==> config.mk <==
export PLATFORM = sky130hd
export DESIGN_NAME = job_control
export DESIGN_NICKNAME = d
export VERILOG_FILES = /design/src/logic/capi_job_pkg.sv /design/src/logic/job_cmd_if.sv /design/src/logic/reset_timer.sv /design/src/logic/parity_checker.sv /design/src/logic/error_capture.sv /design/src/logic/job_sequencer.sv /design/src/logic/job_control.sv
export VERILOG_INCLUDE_DIRS = /design/src /design/src/include
export SDC_FILE = /design/constraint.sdc
export NUM_CORES = 1
export LEC_CHECK = 0
export BUFFER_PORTS_ARGS = -buffer_cell sky130_fd_sc_hd__buf_4
export CORE_MARGIN = 1.5
export CORE_UTILIZATION = 44
export DETAILED_ROUTE_END_ITERATION = 6
export GPL_TIMING_DRIVEN = 0
export PLACE_DENSITY = 0.67
export SKIP_LAST_GASP = 1
export SLEW_MARGIN = 40
export SYNTH_ARGS = -nofsm -noshare
export SYNTH_HDL_FRONTEND = slang
export SYNTH_HIERARCHICAL = 1
export SYNTH_SLANG_ARGS = --single-unit
==> constraint.sdc <==
create_clock -name clock -period 2.2 [get_ports clock]
set_clock_uncertainty 0.15 [all_clocks]
set_input_delay 0.44 -clock clock [delete_from_list [all_inputs] [get_ports clock]]
set_output_delay 0.44 -clock clock [all_outputs]
set_load 0.03 [all_outputs]
==> src/include/capi_job_params.svh <==
`ifndef CAPI_JOB_PARAMS_SVH
`define CAPI_JOB_PARAMS_SVH

////////////////////
// Job control sizing
////////////////////

// Cycles the accelerator reset stays low after a RESET command
`define JOB_RESET_CYCLES 8

// Width of the reset hold down counter
// Must be wide enough to hold JOB_RESET_CYCLES
`define JOB_TIMER_WIDTH 8

`endif

==> src/logic/capi_job_pkg.sv <==
package capi_job_pkg;

  ////////////////////
  // Job commands
  ////////////////////

  // Host link job command codes
  // Only RESET and START are acted on, any other code is ignored
  typedef enum logic [7:0] {
    RESET = 8'h80,
    START = 8'h90
  } job_command_e;

  ////////////////////
  // Error reporting
  ////////////////////

  // Error word returned to the host together with job done
  // Zero means the job finished cleanly
  typedef logic [63:0] job_error_t;

  // Parity check result for one command
  // A set bit means the field failed its odd parity check
  typedef struct packed {
    logic command_err;
    logic address_err;
  } parity_err_t;

endpackage

==> src/logic/job_cmd_if.sv <==
`timescale 1ns/1ns

// Registered job command as seen inside the design
interface job_cmd_if;

  // One cycle strobe per command, no back-pressure
  logic                       valid;
  capi_job_pkg::job_command_e command;
  logic [63:0]                address;

  // Odd parity bits as received from the host
  logic                       command_parity;
  logic                       address_parity;

  // Sequencer owns the input register
  modport sequencer (
    output valid, command, address, command_parity, address_parity
  );

  // Parity checker only looks at the command
  modport check (
    input valid, command, address, command_parity, address_parity
  );

endinterface

==> src/logic/reset_timer.sv <==
`timescale 1ns/1ns
`include "capi_job_params.svh"

module reset_timer (
  input  logic clock,
  input  logic rstn,
  input  logic load,
  output logic expired
);

  localparam int unsigned W = `JOB_TIMER_WIDTH;

  // The load cycle is the first hold cycle, so count from one less
  localparam logic [W-1:0] LOAD_VALUE = W'(`JOB_RESET_CYCLES - 1);

  logic [W-1:0] count;

  ////////////////////
  // Down counter
  ////////////////////

  always_ff @(posedge clock or negedge rstn) begin
    if (!rstn) begin
      count   <= '0;
      expired <= 1'b0;
    end else if (load) begin
      // Reload restarts a running count
      count   <= LOAD_VALUE;
      // A one cycle hold expires straight away
      expired <= (`JOB_RESET_CYCLES == 1);
    end else begin
      // Pulse on the edge the count lands on zero
      expired <= (count == W'(1));
      if (count != '0) begin
        count <= count - W'(1);
      end
    end
  end

endmodule

==> src/logic/parity_checker.sv <==
`timescale 1ns/1ns

module parity_checker (
  input  logic                      clock,
  input  logic                      rstn,
  job_cmd_if.check                  cmd,
  input  logic                      done_pulse,
  output capi_job_pkg::parity_err_t parity_errors
);

  logic [7:0]                held_command;
  logic [63:0]               held_address;
  logic                      held_command_parity;
  logic                      held_address_parity;
  capi_job_pkg::parity_err_t raw_err;
  capi_job_pkg::parity_err_t stage_err;

  ////////////////////
  // Command hold
  ////////////////////

  // Cleared value is all zero with parity one, which checks clean
  always_ff @(posedge clock or negedge rstn) begin
    if (!rstn) begin
      held_command        <= '0;
      held_address        <= '0;
      held_command_parity <= 1'b1;
      held_address_parity <= 1'b1;
    end else if (cmd.valid) begin
      // New command takes priority over the clear
      held_command        <= cmd.command;
      held_address        <= cmd.address;
      held_command_parity <= cmd.command_parity;
      held_address_parity <= cmd.address_parity;
    end else if (done_pulse) begin
      held_command        <= '0;
      held_address        <= '0;
      held_command_parity <= 1'b1;
      held_address_parity <= 1'b1;
    end
  end

  // Odd parity over field plus its bit must come out as one
  assign raw_err.command_err = ~(^{held_command, held_command_parity});
  assign raw_err.address_err = ~(^{held_address, held_address_parity});

  ////////////////////
  // Error pipeline
  ////////////////////

  // Two stages, flags show three edges after the input sample
  always_ff @(posedge clock or negedge rstn) begin
    if (!rstn) begin
      stage_err     <= '0;
      parity_errors <= '0;
    end else begin
      stage_err     <= raw_err;
      parity_errors <= stage_err;
    end
  end

endmodule

==> src/logic/error_capture.sv <==
`timescale 1ns/1ns

module error_capture (
  input  logic                     clock,
  input  logic                     rstn,
  input  capi_job_pkg::job_error_t report_errors,
  input  logic                     job_reset_cmd,
  input  logic                     done_pulse,
  output capi_job_pkg::job_error_t job_error
);

  capi_job_pkg::job_error_t held_error;

  ////////////////////
  // First error latch
  ////////////////////

  // Sample every cycle until something nonzero shows up
  // After that the word sticks until the next RESET
  always_ff @(posedge clock or negedge rstn) begin
    if (!rstn) begin
      held_error <= '0;
    end else if (job_reset_cmd) begin
      held_error <= '0;
    end else if (held_error == '0) begin
      held_error <= report_errors;
    end
  end

  ////////////////////
  // Report to host
  ////////////////////

  // Only valid alongside job done, zero otherwise
  always_ff @(posedge clock or negedge rstn) begin
    if (!rstn) begin
      job_error <= '0;
    end else if (done_pulse) begin
      job_error <= held_error;
    end else begin
      job_error <= '0;
    end
  end

endmodule

==> src/logic/job_sequencer.sv <==
`timescale 1ns/1ns
`include "capi_job_params.svh"

module job_sequencer (
  input  logic                clock,
  input  logic                rstn,
  input  logic                job_valid,
  input  logic [7:0]          job_command,
  input  logic [63:0]         job_address,
  input  logic                job_command_parity,
  input  logic                job_address_parity,
  input  logic                timer_expired,
  job_cmd_if.sequencer        cmd,
  output logic                timer_load,
  output logic                job_reset_cmd,
  output logic                done_pulse,
  output logic                afu_reset_n,
  output logic                job_running,
  output logic                job_done
);

  typedef enum logic [1:0] {
    IDLE,
    RESET_HOLD,
    DONE,
    RUNNING
  } state_e;

  state_e state;
  state_e state_next;
  logic   reset_seen;
  logic   start_seen;

  // Hold length has to fit the timer
  if (`JOB_RESET_CYCLES < 1 || `JOB_RESET_CYCLES >= (1 << `JOB_TIMER_WIDTH)) begin : g_bad_cfg
    $error("JOB_RESET_CYCLES does not fit in JOB_TIMER_WIDTH bits");
  end

  ////////////////////
  // Input register
  ////////////////////

  // Strobe is control state
  always_ff @(posedge clock or negedge rstn) begin
    if (!rstn) begin
      cmd.valid <= 1'b0;
    end else begin
      cmd.valid <= job_valid;
    end
  end

  // Payload only matters while valid is high
  always_ff @(posedge clock) begin
    cmd.command        <= capi_job_pkg::job_command_e'(job_command);
    cmd.address        <= job_address;
    cmd.command_parity <= job_command_parity;
    cmd.address_parity <= job_address_parity;
  end

  // Decode of the registered command
  assign reset_seen = cmd.valid && (cmd.command == capi_job_pkg::RESET);
  assign start_seen = cmd.valid && (cmd.command == capi_job_pkg::START);

  // Timer start and error word clear, same cycle as the decode
  assign timer_load    = reset_seen;
  assign job_reset_cmd = reset_seen;

  ////////////////////
  // State machine
  ////////////////////

  always_comb begin
    state_next = state;
    // RESET wins from any state and restarts the hold
    if (reset_seen) begin
      state_next = RESET_HOLD;
    end else begin
      case (state)
        IDLE:       if (start_seen) state_next = RUNNING;
        RESET_HOLD: if (timer_expired) state_next = DONE;
        // Done lasts one cycle, a START here is still honoured
        DONE:       state_next = start_seen ? RUNNING : IDLE;
        RUNNING:    state_next = RUNNING;
        default:    state_next = IDLE;
      endcase
    end
  end

  always_ff @(posedge clock or negedge rstn) begin
    if (!rstn) begin
      state       <= IDLE;
      afu_reset_n <= 1'b1;
      job_running <= 1'b0;
      job_done    <= 1'b0;
    end else begin
      state       <= state_next;
      // Outputs follow the next state so they move on the decode edge
      afu_reset_n <= (state_next != RESET_HOLD);
      job_running <= (state_next == RUNNING);
      // One cycle behind done_pulse, lines up with job_error
      job_done    <= done_pulse;
    end
  end

  // afu_reset_n is already high while in DONE
  assign done_pulse = (state == DONE);

endmodule

==> src/logic/job_control.sv <==
`timescale 1ns/1ns

module job_control (
  input  logic                      clock,
  input  logic                      rstn,
  input  logic                      job_valid,
  input  logic [7:0]                job_command,
  input  logic [63:0]               job_address,
  input  logic                      job_command_parity,
  input  logic                      job_address_parity,
  input  capi_job_pkg::job_error_t  report_errors,
  output logic                      afu_reset_n,
  output logic                      job_running,
  output logic                      job_done,
  output capi_job_pkg::job_error_t  job_error,
  output capi_job_pkg::parity_err_t parity_errors
);

  // Sequencer to timer handshake
  logic timer_load;
  logic timer_expired;

  // Sequencer strobes to the error side
  logic job_reset_cmd;
  logic done_pulse;

  // Registered command bus
  job_cmd_if cmd_bus ();

  ////////////////////
  // Control path
  ////////////////////

  job_sequencer u_sequencer (
    .clock              (clock),
    .rstn               (rstn),
    .job_valid          (job_valid),
    .job_command        (job_command),
    .job_address        (job_address),
    .job_command_parity (job_command_parity),
    .job_address_parity (job_address_parity),
    .timer_expired      (timer_expired),
    .cmd                (cmd_bus.sequencer),
    .timer_load         (timer_load),
    .job_reset_cmd      (job_reset_cmd),
    .done_pulse         (done_pulse),
    .afu_reset_n        (afu_reset_n),
    .job_running        (job_running),
    .job_done           (job_done)
  );

  reset_timer u_timer (
    .clock   (clock),
    .rstn    (rstn),
    .load    (timer_load),
    .expired (timer_expired)
  );

  ////////////////////
  // Error path
  ////////////////////

  parity_checker u_parity (
    .clock         (clock),
    .rstn          (rstn),
    .cmd           (cmd_bus.check),
    .done_pulse    (done_pulse),
    .parity_errors (parity_errors)
  );

  error_capture u_errors (
    .clock         (clock),
    .rstn          (rstn),
    .report_errors (report_errors),
    .job_reset_cmd (job_reset_cmd),
    .done_pulse    (done_pulse),
    .job_error     (job_error)
  );

endmodule

# ---- Word-level counts from Yosys, hierarchy flattened
# Cells that the tools add are included.
dict set report classes {
  add_sub_neg 1
  n_eq_ne 8
  mux 18
  n_bitwise 2
  reduce_logical 10
}
# operator count
set op_table {}
lappend op_table {{64-bit two-way mux} 5}
lappend op_table {{65-bit XOR reduction} 1}
lappend op_table {{64-bit zero test} 1}
lappend op_table {{8-bit two-way mux} 4}
lappend op_table {{8-bit equality test, second input constant} 2}
lappend op_table {{9-bit XOR reduction} 1}
lappend op_table {{8-bit by 1-bit equality test with 1-bit output, second input constant} 1}
lappend op_table {{2-bit two-way mux} 4}
lappend op_table {{2-bit one-hot mux with 4 select lines} 1}
lappend op_table {{8-bit nonzero test} 1}
lappend op_table {{8-bit by 1-bit subtractor with 8-bit output, second input constant} 1}
lappend op_table {{2-bit equality test, second input constant} 3}
lappend op_table {{2-bit nonzero test} 3}
lappend op_table {{1-bit two-way mux} 4}
lappend op_table {{2-bit by 1-bit equality test with 1-bit output, second input constant} 1}
lappend op_table {{1-bit logical AND} 2}
lappend op_table {{2-bit zero test} 1}
lappend op_table {{2-bit by 1-bit inequality test with 1-bit output, second input constant} 1}
lappend op_table {{1-bit inverter} 2}
dict set report totals {
  reg_bits 295
  in_bits 141
  out_inout_bits 69
  wordCells 60
}

# ---- Depth between registers and ports, before layout
# Gate-level depths: netlist of the first run.
dict set report logic_depth {
  ltp_word 6
  ltp_mapped 7
  depth_no_buf 6
}

# ---- Modules after synthesis
# The synthesis of the first run kept the hierarchy.
# module n_inst cells_per_inst area_per_inst_um2 seq_area_each_um2
set modules_own_cells {}
lappend modules_own_cells {error_capture 1 371 4870.9 3203.1}
lappend modules_own_cells {parity_checker 1 378 3738.6 1954.4}
lappend modules_own_cells {job_sequencer 1 94 1757.9 1632.8}
lappend modules_own_cells {reset_timer 1 50 494.2 225.2}

# ---- Worst setup path before layout of the first run
# Ideal clock, no wire load.
dict set report synth_path {
  path_kind {register to register}
  start {reg u_sequencer.cmd.valid}
  end {reg u_errors.held_error[10]}
  setup_ps 66
  arrival_ps 1863
  required_ps 1984
  path_slack_ps 121
  stages_incl_launch_ff 8
  path_buffers 1
  period_less_slack_ps 2079
  cell_sequence {dfrtp_1 nor4b_4 and3b_4 nor4_1 nand4_1 nor4_4 buf_6 a31o_1}
}
dict set report synth_between {
  elab_chain_len 2
  word_cells_on_any_way 3
}
# item line
set synth_lines {}
lappend synth_lines {{from (decl)} job_cmd_if.sv:17} ;# output valid, command, address, command_parity, address_parity
lappend synth_lines {{from (signal assigned)} job_sequencer.sv:48} ;# cmd.valid <= job_valid;
lappend synth_lines {{1-bit logical AND (*)} job_sequencer.sv:61} ;# assign reset_seen = cmd.valid && (cmd.command == capi_job_pkg::RESET);
lappend synth_lines {{named net job_reset_cmd} job_control.sv:24} ;# logic job_reset_cmd;
lappend synth_lines {{64-bit two-way mux or 2-bit nonzero test (tied branches)} --}
lappend synth_lines {{to (signal assigned)} error_capture.sv:26} ;# held_error <= report_errors;
lappend synth_lines {{to (decl)} error_capture.sv:12} ;# capi_job_pkg::job_error_t held_error;
# Mark *: on every way through the listed nets, which the timed path passes. The rest lies on a longest branch.
# A chain may end at the register's enable or synchronous reset.

# ---- Worst setup path in the final report of the first run
dict set report layout_path {
  start {reg u_sequencer.cmd.valid}
  end {reg u_errors.held_error[17]}
}
# Same word-level chain as after synthesis.

==> results of run 1 <==
[how the worst max path moves through the flow]
stage	from	endpoint	slack (ps)	cells after the start
after global routing	u_sequencer/cmd.valid	u_timer/count[3]	-20	7
after floorplan	u_sequencer/cmd.valid	u_errors/held_error[10]	120	7
after detailed placement	u_sequencer/cmd.valid	u_errors/held_error[38]	-520	6
after CTS	u_sequencer/cmd.valid	u_errors/held_error[17]	0.2	8
after global placement	rstn	u_errors/job_error[30]	-1200	1
final	u_sequencer/cmd.valid	u_errors/held_error[17]	120	8
[layout by cell type (no fill, tap or decap), types with 4 or more instances in the layout]
master / netlist / routed
and2_1: 63 / 63
buf_1: 8 / 9
nand2_1: 70 / 70
a31o_1: 64 / 64
nor4_4: 1 / 4
clkbuf_2: 0 / 13
dfxtp_1: 74 / 74
inv_1: 4 / 4
or2b_1: 5 / 5
xnor2_1: 61 / 61
clkinv_2: 0 / 5
buf_4: 1 / 211
a21oi_1: 6 / 6
nor3_1: 4 / 4
clkbuf_16: 0 / 31
clkbuf_8: 0 / 6
dfrtp_1: 218 / 217
nor2_1: 12 / 11
bufinv_16: 0 / 4
a22o_1: 8 / 8
dlygate4sd3_1: 0 / 140
nor4_1: 15 / 12
nand2b_1: 60 / 60
xor2_1: 9 / 9
nor2b_1: 68 / 67
o21ai_0: 68 / 68
clkbuf_1: 35 / 27
buf_6: 6 / 7
[what timing repair did]
action | CTS | global route
buffers inserted | 3 | 0
pin swaps | 1 | 2
endpoints found under the hold margin | 182 | 0
gates resized for setup | 15 | 20
endpoints found under the setup margin | 133 | 99
hold buffers | 140 | 0
[per-stage QoR]
stage	area [sq um]	setup WS [ps]	utilization [%]	cells	hold slack, ps
5_1_grt	15490	-22.60	63.90	1631	212.2
2_1_floorplan	10860	120.8	-	893	-5.591
3_3_place_gp	12840	-1195	52.94	1426	182.8
4_1_cts	15450	0.2425	63.71	1629	198.7
6_report	15490	123.0	63.90	1631	197.9
3_5_place_dp	12930	-517.3	53.31	1429	184.7
[routing by layer]
metal  share of wire (%)  track usage, %  vias up  wire length, microns
met1                  42           27.04     3724                 11190
met3                 6.8           5.455       52                  1783
li1                    -               -     3762                     -
met4                 2.6           5.820        0                   698
met2                  48           35.02      190                 12740
met5                   0               0        -                     0
[sequential cells by signal, indices dropped and copies added (netlist names), 2 cells and up]
signal	flops
u_parity/stage_err	2
u_errors/job_error	64
u_timer/count	8
u_errors/held_error	64
u_parity/held_address	64
u_sequencer/state	2
u_parity/parity_errors	2
u_parity/held_command	8
u_sequencer/cmd.address	64
u_sequencer/cmd.command	8
[power groups by stage]
stage          logic [mW]  clock network, mW  registers (mW)
3_3_place_gp         3.45                  0            6.62
6_report             3.71               5.35            6.55
4_1_cts              3.76               5.49            6.54
2_1_floorplan        1.88                  0            7.03
5_1_grt              4.04               5.72            6.63
3_5_place_dp         3.53                  0            6.63
[kinds of logic (layout without fill, tap and decap cells)]
logic type | Yosys count | after routing | share of synthesized area (%)
and+or+nand+nor | 315 | 315 | 16.99
DFF | 295 | 295 | 64.59
AOI/OAI and AO/OA | 154 | 154 | 9.815
xor gates and xnor gates | 71 | 71 | 5.852
buffers and inverters | 54 | 466 | 2.315
adders and majority gates | 3 | 3 | 0.3456
muxes | 1 | 1 | 0.09216
other | 0 | 2 | 0
[layout make-up]
type / instances / area (sq um) / share of cell area (%)
diodes: 2 / 5.005 / 0.03230
plain buffers: 50 / 257.7 / 1.663
clock buffers: 45 / 888.4 / 5.733
clock inverters: 12 / 172.7 / 1.114
inverters: 4 / 15.01 / 0.09690
multi-input cells: 544 / 3655 / 23.59
flip-flops and latches: 295 / 7017 / 45.28
well taps: 324 / 405.4 / 2.616
repair buffers: 355 / 3079 / 19.87
==> summary.txt, run 1 <==
Setup path
  – Cells on worst reg2reg path: 8
  – Slowest CP cell: dfrtp_2
  – Worst r2r src: u_sequencer/cmd.valid
  – Critical path cell sequence: nor4b_4, and3b_4, nor4_4, nand4_1, nor4_4, buf_6, buf_6, a31o_1
  – RR Endpoint: u_errors/held_error[17]
  – Worst path bufs/invs: 2
  – CP max stage delay: 450 ps
  – Critical path class: register to register
  – CP endpoint kind: register
  – Setup slack, reg-to-reg: 120 ps
  – CP required: about 2500 ps
  – CP Max Fanout: 10
  – Startpoint Class: register
  – Worst EP arrival: approximately 2400 ps
  – Family with the most delay on the worst path: simple AND/OR/NAND/NOR gates

Drt
  – 1st-pass router iterations: 4
  – DRT antenna net count: 0
  – Overall via count from detail_route: 7728
  – DR DRC count: 0
  – Initial DRC count: ~500
  – Total Wirelength: 26410 microns
  – Vias per cell: 4.738
  – WL/cell: 16.19 microns

Timing
  – Max Clock Freq: just under 500 MHz
  – Post-route setup TNS: 0 ps
  – RSZ-0062 raised after global routing: yes
  – Slew Limit Fails: 0
  – Worst Tran Pin Value: 533.8 ps
  – Hold Violations, Final: 0
  – Final setup viols: 0
  – Crit path time final: 2077 ps
  – Relative slew slack: between 60% and 70%
  – Period utilization: 94.41%

Layout
  – Layout cell share with drive strength beyond 1: a little under a quarter
  – Syn-to-layout area delta: 42.66%
  – Layout Nets: 1425
  – Filler Cell Count: 1895

Placement
  – Post-DP HPWL: 16920 microns
  – Port-buffer cells: 209
  – RePlAce Congestion: approximately 0.80

Synth
  – Yosys top cell by area: dfrtp_1
  – Most used flip-flop cell after synthesis: dfrtp_1
  – Post-synth EDFFs: 0
  – Top cells by area, synth: dfrtp_1 (50%), dfxtp_1 (14%), a31o_1 (5.2%)
  – Synth Net Count: between 1000 and 1500
  – Register bit total from synthesis: 295
  – Syn avg cell area: 12.16 sq um
  – Count leader, synth: dfrtp_1
  – Syn. warnings: 6
  – Synth Instances: 893
  – Mapped cell area: approximately 11000 sq um
  – Register area share after synthesis: 64.59%
  – Distinct cells, synth: 45
  – Most instantiated cells after synthesis: dfrtp_1 (218), dfxtp_1 (74), nand2_1 (70), nor2b_1 (68), o21ai_0 (68)
  – Ys async rst share: between 70 and 80%
  – Share of Yosys cell area claimed by the top area cell type: 50.22%

Power and ir drop
  – Power share of the clock group: 34.3%
  – Maximum VDD drop: 0.0007705 V
  – Part of the power in combinational logic: 23.8%
  – Sw Pwr: 4.412 mW
  – Pwr Density: 1008 nW/um^2
  – Internal Power: 11.21 mW
  – LEAKAGE: 7.025 nW
  – Tot Pwr: between 15 and 20 mW
  – Switching power share of the total: between 20% and 30%
  – Part of the power in registers: 41.9%

Die
  – Die area: 25640 sq um
  – Chip Height: 160.1 microns
  – Rows: 57
  – Starting density of the core: 44.79%
  – Num ports: 210
  – Die width: ~160 microns
  – Core ar.: 24250 sq um

Status
  – Status: complete, no violations

Clocking
  – Max clock buf depth: 3
  – Clock transition at path regs: 60 ps
  – Clock network latency to the later pin of the worst-skew pair: 550 ps
  – Clock Root Buffer: clkbuf_16
  – Num Clock Sinks: around 300
  – CTS tree: yes
  – H-tree levels: 1
  – TritonCTS Buffers: 31

Worst hold path
  – Hold crit path type: register to register
  – Source of the worst hold timing path: u_parity/stage_err[1]
  – Hold Path Sink: u_parity/parity_errors[1]
  – Hold depth: 0

Global routing
  – Remaining global-route overflow: 0
  – Vias in the first global route: approximately 8000
  – Pin count of the biggest net entering global routing: between 70 and 80
  – Initial antenna violation count: 2
  – Global-route wire length before repair: between 40000 and 50000 microns
  – Total Routing Usage GR: 20.97%

Run
  – Max-cap violations: 0
No activity file was read; power rests on OpenSTA's default activity.
==> run 2: changes to the inputs <==
CORE_ASPECT_RATIO = 1.1   (was not set)
==> summary.txt, run 2 (synthesized netlist as in run 1, its figures left out) <==
Global routing
  – Total Routing Usage GR: 20.78% (-0.20 points)
  – Global-route wire length before repair: 43060 microns (about the same)
  – Remaining global-route overflow: 0 (unchanged)
  – Initial antenna violation count: 0 (-2)
  – Vias in the first global route: 8331 (+1.7%)
  – Pin count of the biggest net entering global routing: 75 (+2.7%)

Setup path
  – Worst r2r src: u_sequencer/cmd.valid
  – CP endpoint kind: register
  – Critical path cell sequence: nor4b_4, and3b_4, nor4_4, nand4_1, nor4_4, buf_6, buf_8, a31o_1
  – Worst EP arrival: 2530 ps (+120 ps)
  – Slowest CP cell: dfrtp_2
  – Critical path class: register to register
  – Setup slack, reg-to-reg: 3 ps (-120 ps)
  – CP max stage delay: 470 ps (+20 ps)
  – CP Max Fanout: 10 (unchanged)
  – Cells on worst reg2reg path: 8 (unchanged)
  – CP required: 2540 ps (about the same)
  – RR Endpoint: u_errors/held_error[46]
  – Startpoint Class: register
  – Crit-path most repeated cell: nor4_4

Die
  – Num ports: 210 (unchanged)
  – Starting density of the core: 44.66% (-0.14 points)
  – Chip Height: 167.8 microns (+4.8%)
  – Die width: 152.8 microns (-4.6%)
  – Rows: 60 (+5.3%)
  – Die area: 25640 sq um (about the same)
  – Core ar.: 24320 sq um (+0.31%)

Status
  – Status: complete, no violations

Power and ir drop
  – Pwr Density: 1004 nW/um^2 (-0.44%)
  – LEAKAGE: 7.099 nW (+1.1%)
  – Maximum VDD drop: 0.0006946 V (-9.9%)
  – Tot Pwr: 15.69 mW (+0.43%)

Clocking
  – Num Clock Sinks: 295 (unchanged)
  – H-tree levels: 1 (unchanged)
  – Clock network latency to the later pin of the worst-skew pair: 550 ps (about the same)
  – CTS tree: yes
  – TritonCTS Buffers: 31 (unchanged)
  – Max clock buf depth: 3 (unchanged)
  – Clock transition at path regs: 60 ps (about the same)
  – Clock Root Buffer: clkbuf_16

Drt
  – 1st-pass router iterations: 4 (unchanged)
  – Initial DRC count: 327 (-33%)
  – Vias per cell: 4.846 (+2.3%)
  – Total Wirelength: 26800 microns (+1.5%)
  – Overall via count from detail_route: 7861 (+1.7%)
  – DRT antenna net count: 0 (unchanged)
  – DR DRC count: 0 (unchanged)
  – WL/cell: 16.52 microns (+2.0%)

Layout
  – Util after Layout: 64.26% (+0.36 points)
  – Syn-to-layout area delta: 43.90%
  – Filler Cell Count: 1853 (-2.2%)
  – Most frequent cells in the layout: dfrtp_1 (217), buf_4 (212), dlygate4sd3_1 (140)
  – N_diodes: 0 (-2)
  – Most common cell after layout, fill and taps aside: dfrtp_1
  – Layout cell share with drive strength beyond 1: 23.70% (+0.41 points)
  – Layout Nets: 1431 (+0.42%)

Placement
  – Port-buffer cells: 209 (unchanged)
  – RePlAce Congestion: 0.8013 (about the same)
  – Post-DP HPWL: 17120 microns (+1.2%)

Run
  – Max-cap violations: 0 (unchanged)

Timing
  – Hold Violations, Final: 0 (unchanged)
  – Relative slew slack: 61.78% (-2.5 points)
  – Final setup viols: 0 (unchanged)
  – RSZ-0062 raised after global routing: yes
  – Max Clock Freq: 455.2 MHz (-5.5%)
  – Slew Limit Fails: 0 (unchanged)
  – Crit path time final: 2197 ps (+119.9 ps)
  – Worst Tran Pin Value: 571.2 ps (+37.41 ps)
  – Period utilization: 99.86% (+5.4 points)
  – Post-route setup TNS: 0 ps (unchanged)

Worst hold path
  – Hold crit path type: input port to async pin
-- run 2: changes by cell type in the layout (fill, tap and decap cells not counted), moves of 2 or more --
cell | before | now
buf_6 | 7 | 2
buf_8 | 1 | 7
clkbuf_16 | 31 | 35
clkbuf_4 | 1 | 3
clkbuf_8 | 6 | 9
diode_2 | 2 | 0
-- run 2: worst max-delay path by stage --
stage	start	to	slack, ps	depth (start not counted)
6_report	u_sequencer/cmd.valid	u_errors/held_error[46]	3	8
5_1_grt	u_sequencer/cmd.valid	u_errors/held_error[46]	-80	8
4_1_cts	u_sequencer/cmd.valid	u_errors/held_error[46]	10	8
3_5_place_dp	u_errors/held_error[51]	u_errors/held_error[46]	-520	5
3_3_place_gp	rstn	u_errors/job_error[33]	-1190	1
2_1_floorplan	u_sequencer/cmd.valid	u_errors/held_error[10]	120	7
-- run 2: critical path, delay by kind of cell (launching register included) --
family / cells / cell delay, ps
AOI/OAI and AO/OA: 1 / 160
buffers and inverters: 2 / 380
DFF: 1 / 470
and+or+nand+nor: 5 / 950
-- run 2: through the flow --
stage                     instances  hold WS (ps)  setup slack, ps  cell area, sq um
after floorplan                 893        -5.591            120.8             10860
after CTS                      1616         148.5            9.978             15470
final                          1622         159.5            3.113             15630
after global routing           1622         166.0           -80.89             15630
after detailed placement       1415         133.3           -521.9             12910
after global placement         1412         184.9            -1190             12820
-- run 2: what timing repair did --
action | in CTS | in global routing
hold endpoints to repair | 285 | 0
pin swaps | 1 | 22
setup endpoints to repair | 137 | 119
resized for setup | 19 | 23
gates cloned | 0 | 3
hold buffers | 140 | 0
setup buffers | 3 | 3
-- run 2: power by group --
group / internal [mW] / leakage, nW / total [mW] / switching (mW)
clock: 3.31 / 0.535 / 5.41 / 2.10
sequential: 6.12 / 3.40 / 6.54 / 0.424
combinational: 1.83 / 3.17 / 3.73 / 1.90
total: 11.3 / 7.10 / 15.7 / 4.43
-- run 2: cell type report --
type | instances | area, sq um | share of cell area [%]
plain buffers | 50 | 285.3 | 1.825
clock buffers | 49 | 954.7 | 6.108
clock inverters | 9 | 123.9 | 0.7925
inverters | 4 | 15.01 | 0.09606
multi-input cells | 544 | 3646 | 23.33
flip-flops and latches | 295 | 7017 | 44.89
well taps | 310 | 387.9 | 2.482
repair buffers | 361 | 3201 | 20.48
-- run 2: per-layer routing --
| layer | track usage (%) | share of wire, % | vias up |
|---|---|---|---|
| li1 | - | - | 3768 |
| met1 | 26.66 | 42 | 3843 |
| met2 | 35.57 | 49 | 206 |
| met5 | 0 | 0 | - |
| met4 | 4.975 | 1.9 | 0 |
| met3 | 5.045 | 6.3 | 44 |
==> run 3: changes to the inputs <==
GPL_TIMING_DRIVEN = not set   (was 0)
PLACE_DENSITY = 0.65   (was 0.67)
clock period = 2.6 ns   (was 2.2 ns; I/O delays follow)
==> summary.txt, run 3 (synthesized netlist as in run 1, its figures left out) <==
Status
  – Status: complete, no violations

Power and ir drop
  – Pwr Density: 869.7 nW/um^2 (-13%)
  – Maximum VDD drop: 0.0005536 V (-20%)
  – LEAKAGE: 6.590 nW (-7.2%)

Placement
  – Placed Area: 12780 sq um (-1.0%)
  – Post-DP HPWL: 15100 microns (-12%)
  – RePlAce Congestion: 0.7864 (-1.9%)
  – Port-buffer cells: 209 (unchanged)

Layout
  – Storage cell area: 7019 sq um (about the same)
  – Layout cell share with drive strength beyond 1: 23.56% (-0.14 points)
  – Most common cell after layout, fill and taps aside: buf_4
  – Area of the multi-input gates: 3610 sq um (-1.0%)
  – Most frequent cells in the layout: buf_4 (223), dfrtp_1 (217), dlygate4sd3_1 (76)
  – Filler Cell Count: 1986 (+7.2%)
  – N_diodes: 0 (unchanged)
  – Syn-to-layout area delta: 33.22%
  – Design Area, Final: 14470 sq um (-7.4%)
  – Layout Nets: 1323 (-7.5%)

Drt
  – Vias per cell: 4.819 (-0.56%)
  – WL/cell: 16.19 microns (-2.0%)
  – DRT antenna net count: 0 (unchanged)
  – Overall via count from detail_route: 7282 (-7.4%)
  – Total Wirelength: 24470 microns (-8.7%)
  – 1st-pass router iterations: 4 (unchanged)
  – DR DRC count: 0 (unchanged)
  – Initial DRC count: 372 (+14%)

Die
  – Die area: 25640 sq um (unchanged)
  – Chip Height: 167.8 microns (unchanged)
  – Num ports: 210 (unchanged)
  – Die width: 152.8 microns (unchanged)
  – Starting density of the core: 44.66% (unchanged)
  – Core ar.: 24320 sq um (unchanged)
  – Rows: 60 (unchanged)

Timing
  – Crit path time final: 2375 ps (+177.7 ps)
  – Final setup viols: 0 (unchanged)
  – Hold Violations, Final: 0 (unchanged)
  – Period utilization: 91.33% (-8.5 points)
  – Relative slew slack: 50.34% (-11 points)
  – Post-route setup TNS: 0 ps (unchanged)
  – RSZ-0062 raised after global routing: no
  – Max Clock Freq: 421.1 MHz (-7.5%)
  – Worst Tran Pin Value: 744.8 ps (+173.7 ps)
  – Slew Limit Fails: 0 (unchanged)

Setup path
  – Slowest CP cell: nor4_1
  – Critical path class: register to register
  – CP max stage delay: 550 ps (+80 ps)
  – CP required: 2910 ps (+370 ps)
  – Critical path cell sequence: nor4_1, buf_4, nand3_1, nor4_4, buf_12, a31o_1
  – Worst path bufs/invs: 2 (unchanged)
  – CP Max Fanout: 56 (+46)
  – Startpoint Class: register
  – Worst EP arrival: 2690 ps (+160 ps)
  – Family with the most delay on the worst path: simple AND/OR/NAND/NOR gates
  – CP endpoint kind: register

Clocking
  – TritonCTS Buffers: 31 (unchanged)
  – CTS tree: yes
  – Max clock buf depth: 3 (unchanged)
  – Clock transition at path regs: 60 ps (about the same)
  – Clock network latency to the later pin of the worst-skew pair: 550 ps (about the same)
  – Clock Root Buffer: clkbuf_16
  – Num Clock Sinks: 295 (unchanged)
  – H-tree levels: 1 (unchanged)

Global routing
  – Initial antenna violation count: 0 (unchanged)
  – Vias in the first global route: 7782 (-6.6%)
  – Global-route wire length before repair: 40430 microns (-6.1%)
  – Total Routing Usage GR: 19.30% (-1.5 points)
  – Remaining global-route overflow: 0 (unchanged)
  – Pin count of the biggest net entering global routing: 91 (+21%)

Worst hold path
  – Hold crit path type: input port to register

Run
  – Max-cap violations: 0 (unchanged)
run 3: what timing repair did:
item,CTS,global route
hold endpoints to repair,131,0
hold buffers,76,0
resized for setup,0,0
setup buffers,0,0
run 3: worst paths after layout:
check,startpoint,endpoint,slack [ps],cells after the start
max in group asynchronous,rstn,u_sequencer/afu_reset_n,1180,3
worst min register to register,u_parity/stage_err[0],u_parity/parity_errors[0],210,0
min in group asynchronous,rstn,u_parity/held_address[42],380,2
worst max-delay path,u_errors/held_error[51],u_errors/held_error[2],230,6
worst min-delay path,report_errors[21],u_errors/held_error[21],40,2
worst max register to register,u_errors/held_error[51],u_errors/held_error[2],230,6
run 3: area by class of cell:
| class | count | area share (%) |
|---|---|---|
| Clock buffer | 50 | 6.200 |
| Tap cell | 310 | 2.681 |
| Timing Repair Buffer | 303 | 17.35 |
| Multi-Input combinational cell | 544 | 24.95 |
| Sequential cell | 295 | 48.51 |
| Inverter | 4 | 0.1038 |
| Clock inverter | 5 | 0.2162 |
run 3: stage by stage:
step           utilization, %  instances  power (mW)  hold slack (ps)  setup WS (ps)
5_1_grt                 59.49       1511       13.25            24.08          148.4
3_3_place_gp            52.55       1380       8.547            183.6          187.2
3_5_place_dp            52.55       1380       8.579            196.9          196.4
6_report                59.49       1511       12.58            41.40          225.4
2_1_floorplan               -        893       7.534            74.41          520.8
4_1_cts                 59.49       1511       12.77            18.21          159.0
run 3: metal layers:
metal  track usage (%)  up-vias  share of wire [%]
met4             5.811        0                2.6
met2             30.53      183                 46
met5                 0        -                  0
met3             7.001       46                8.8
met1             24.91     3498                 43
li1                  -     3555                  -
run 3: where the power goes:
| part | switching (mW) | internal [mW] |
|---|---|---|
| logic | 1.56 | 1.47 |
| clock network | 1.70 | 2.34 |
| registers | 0.344 | 5.18 |
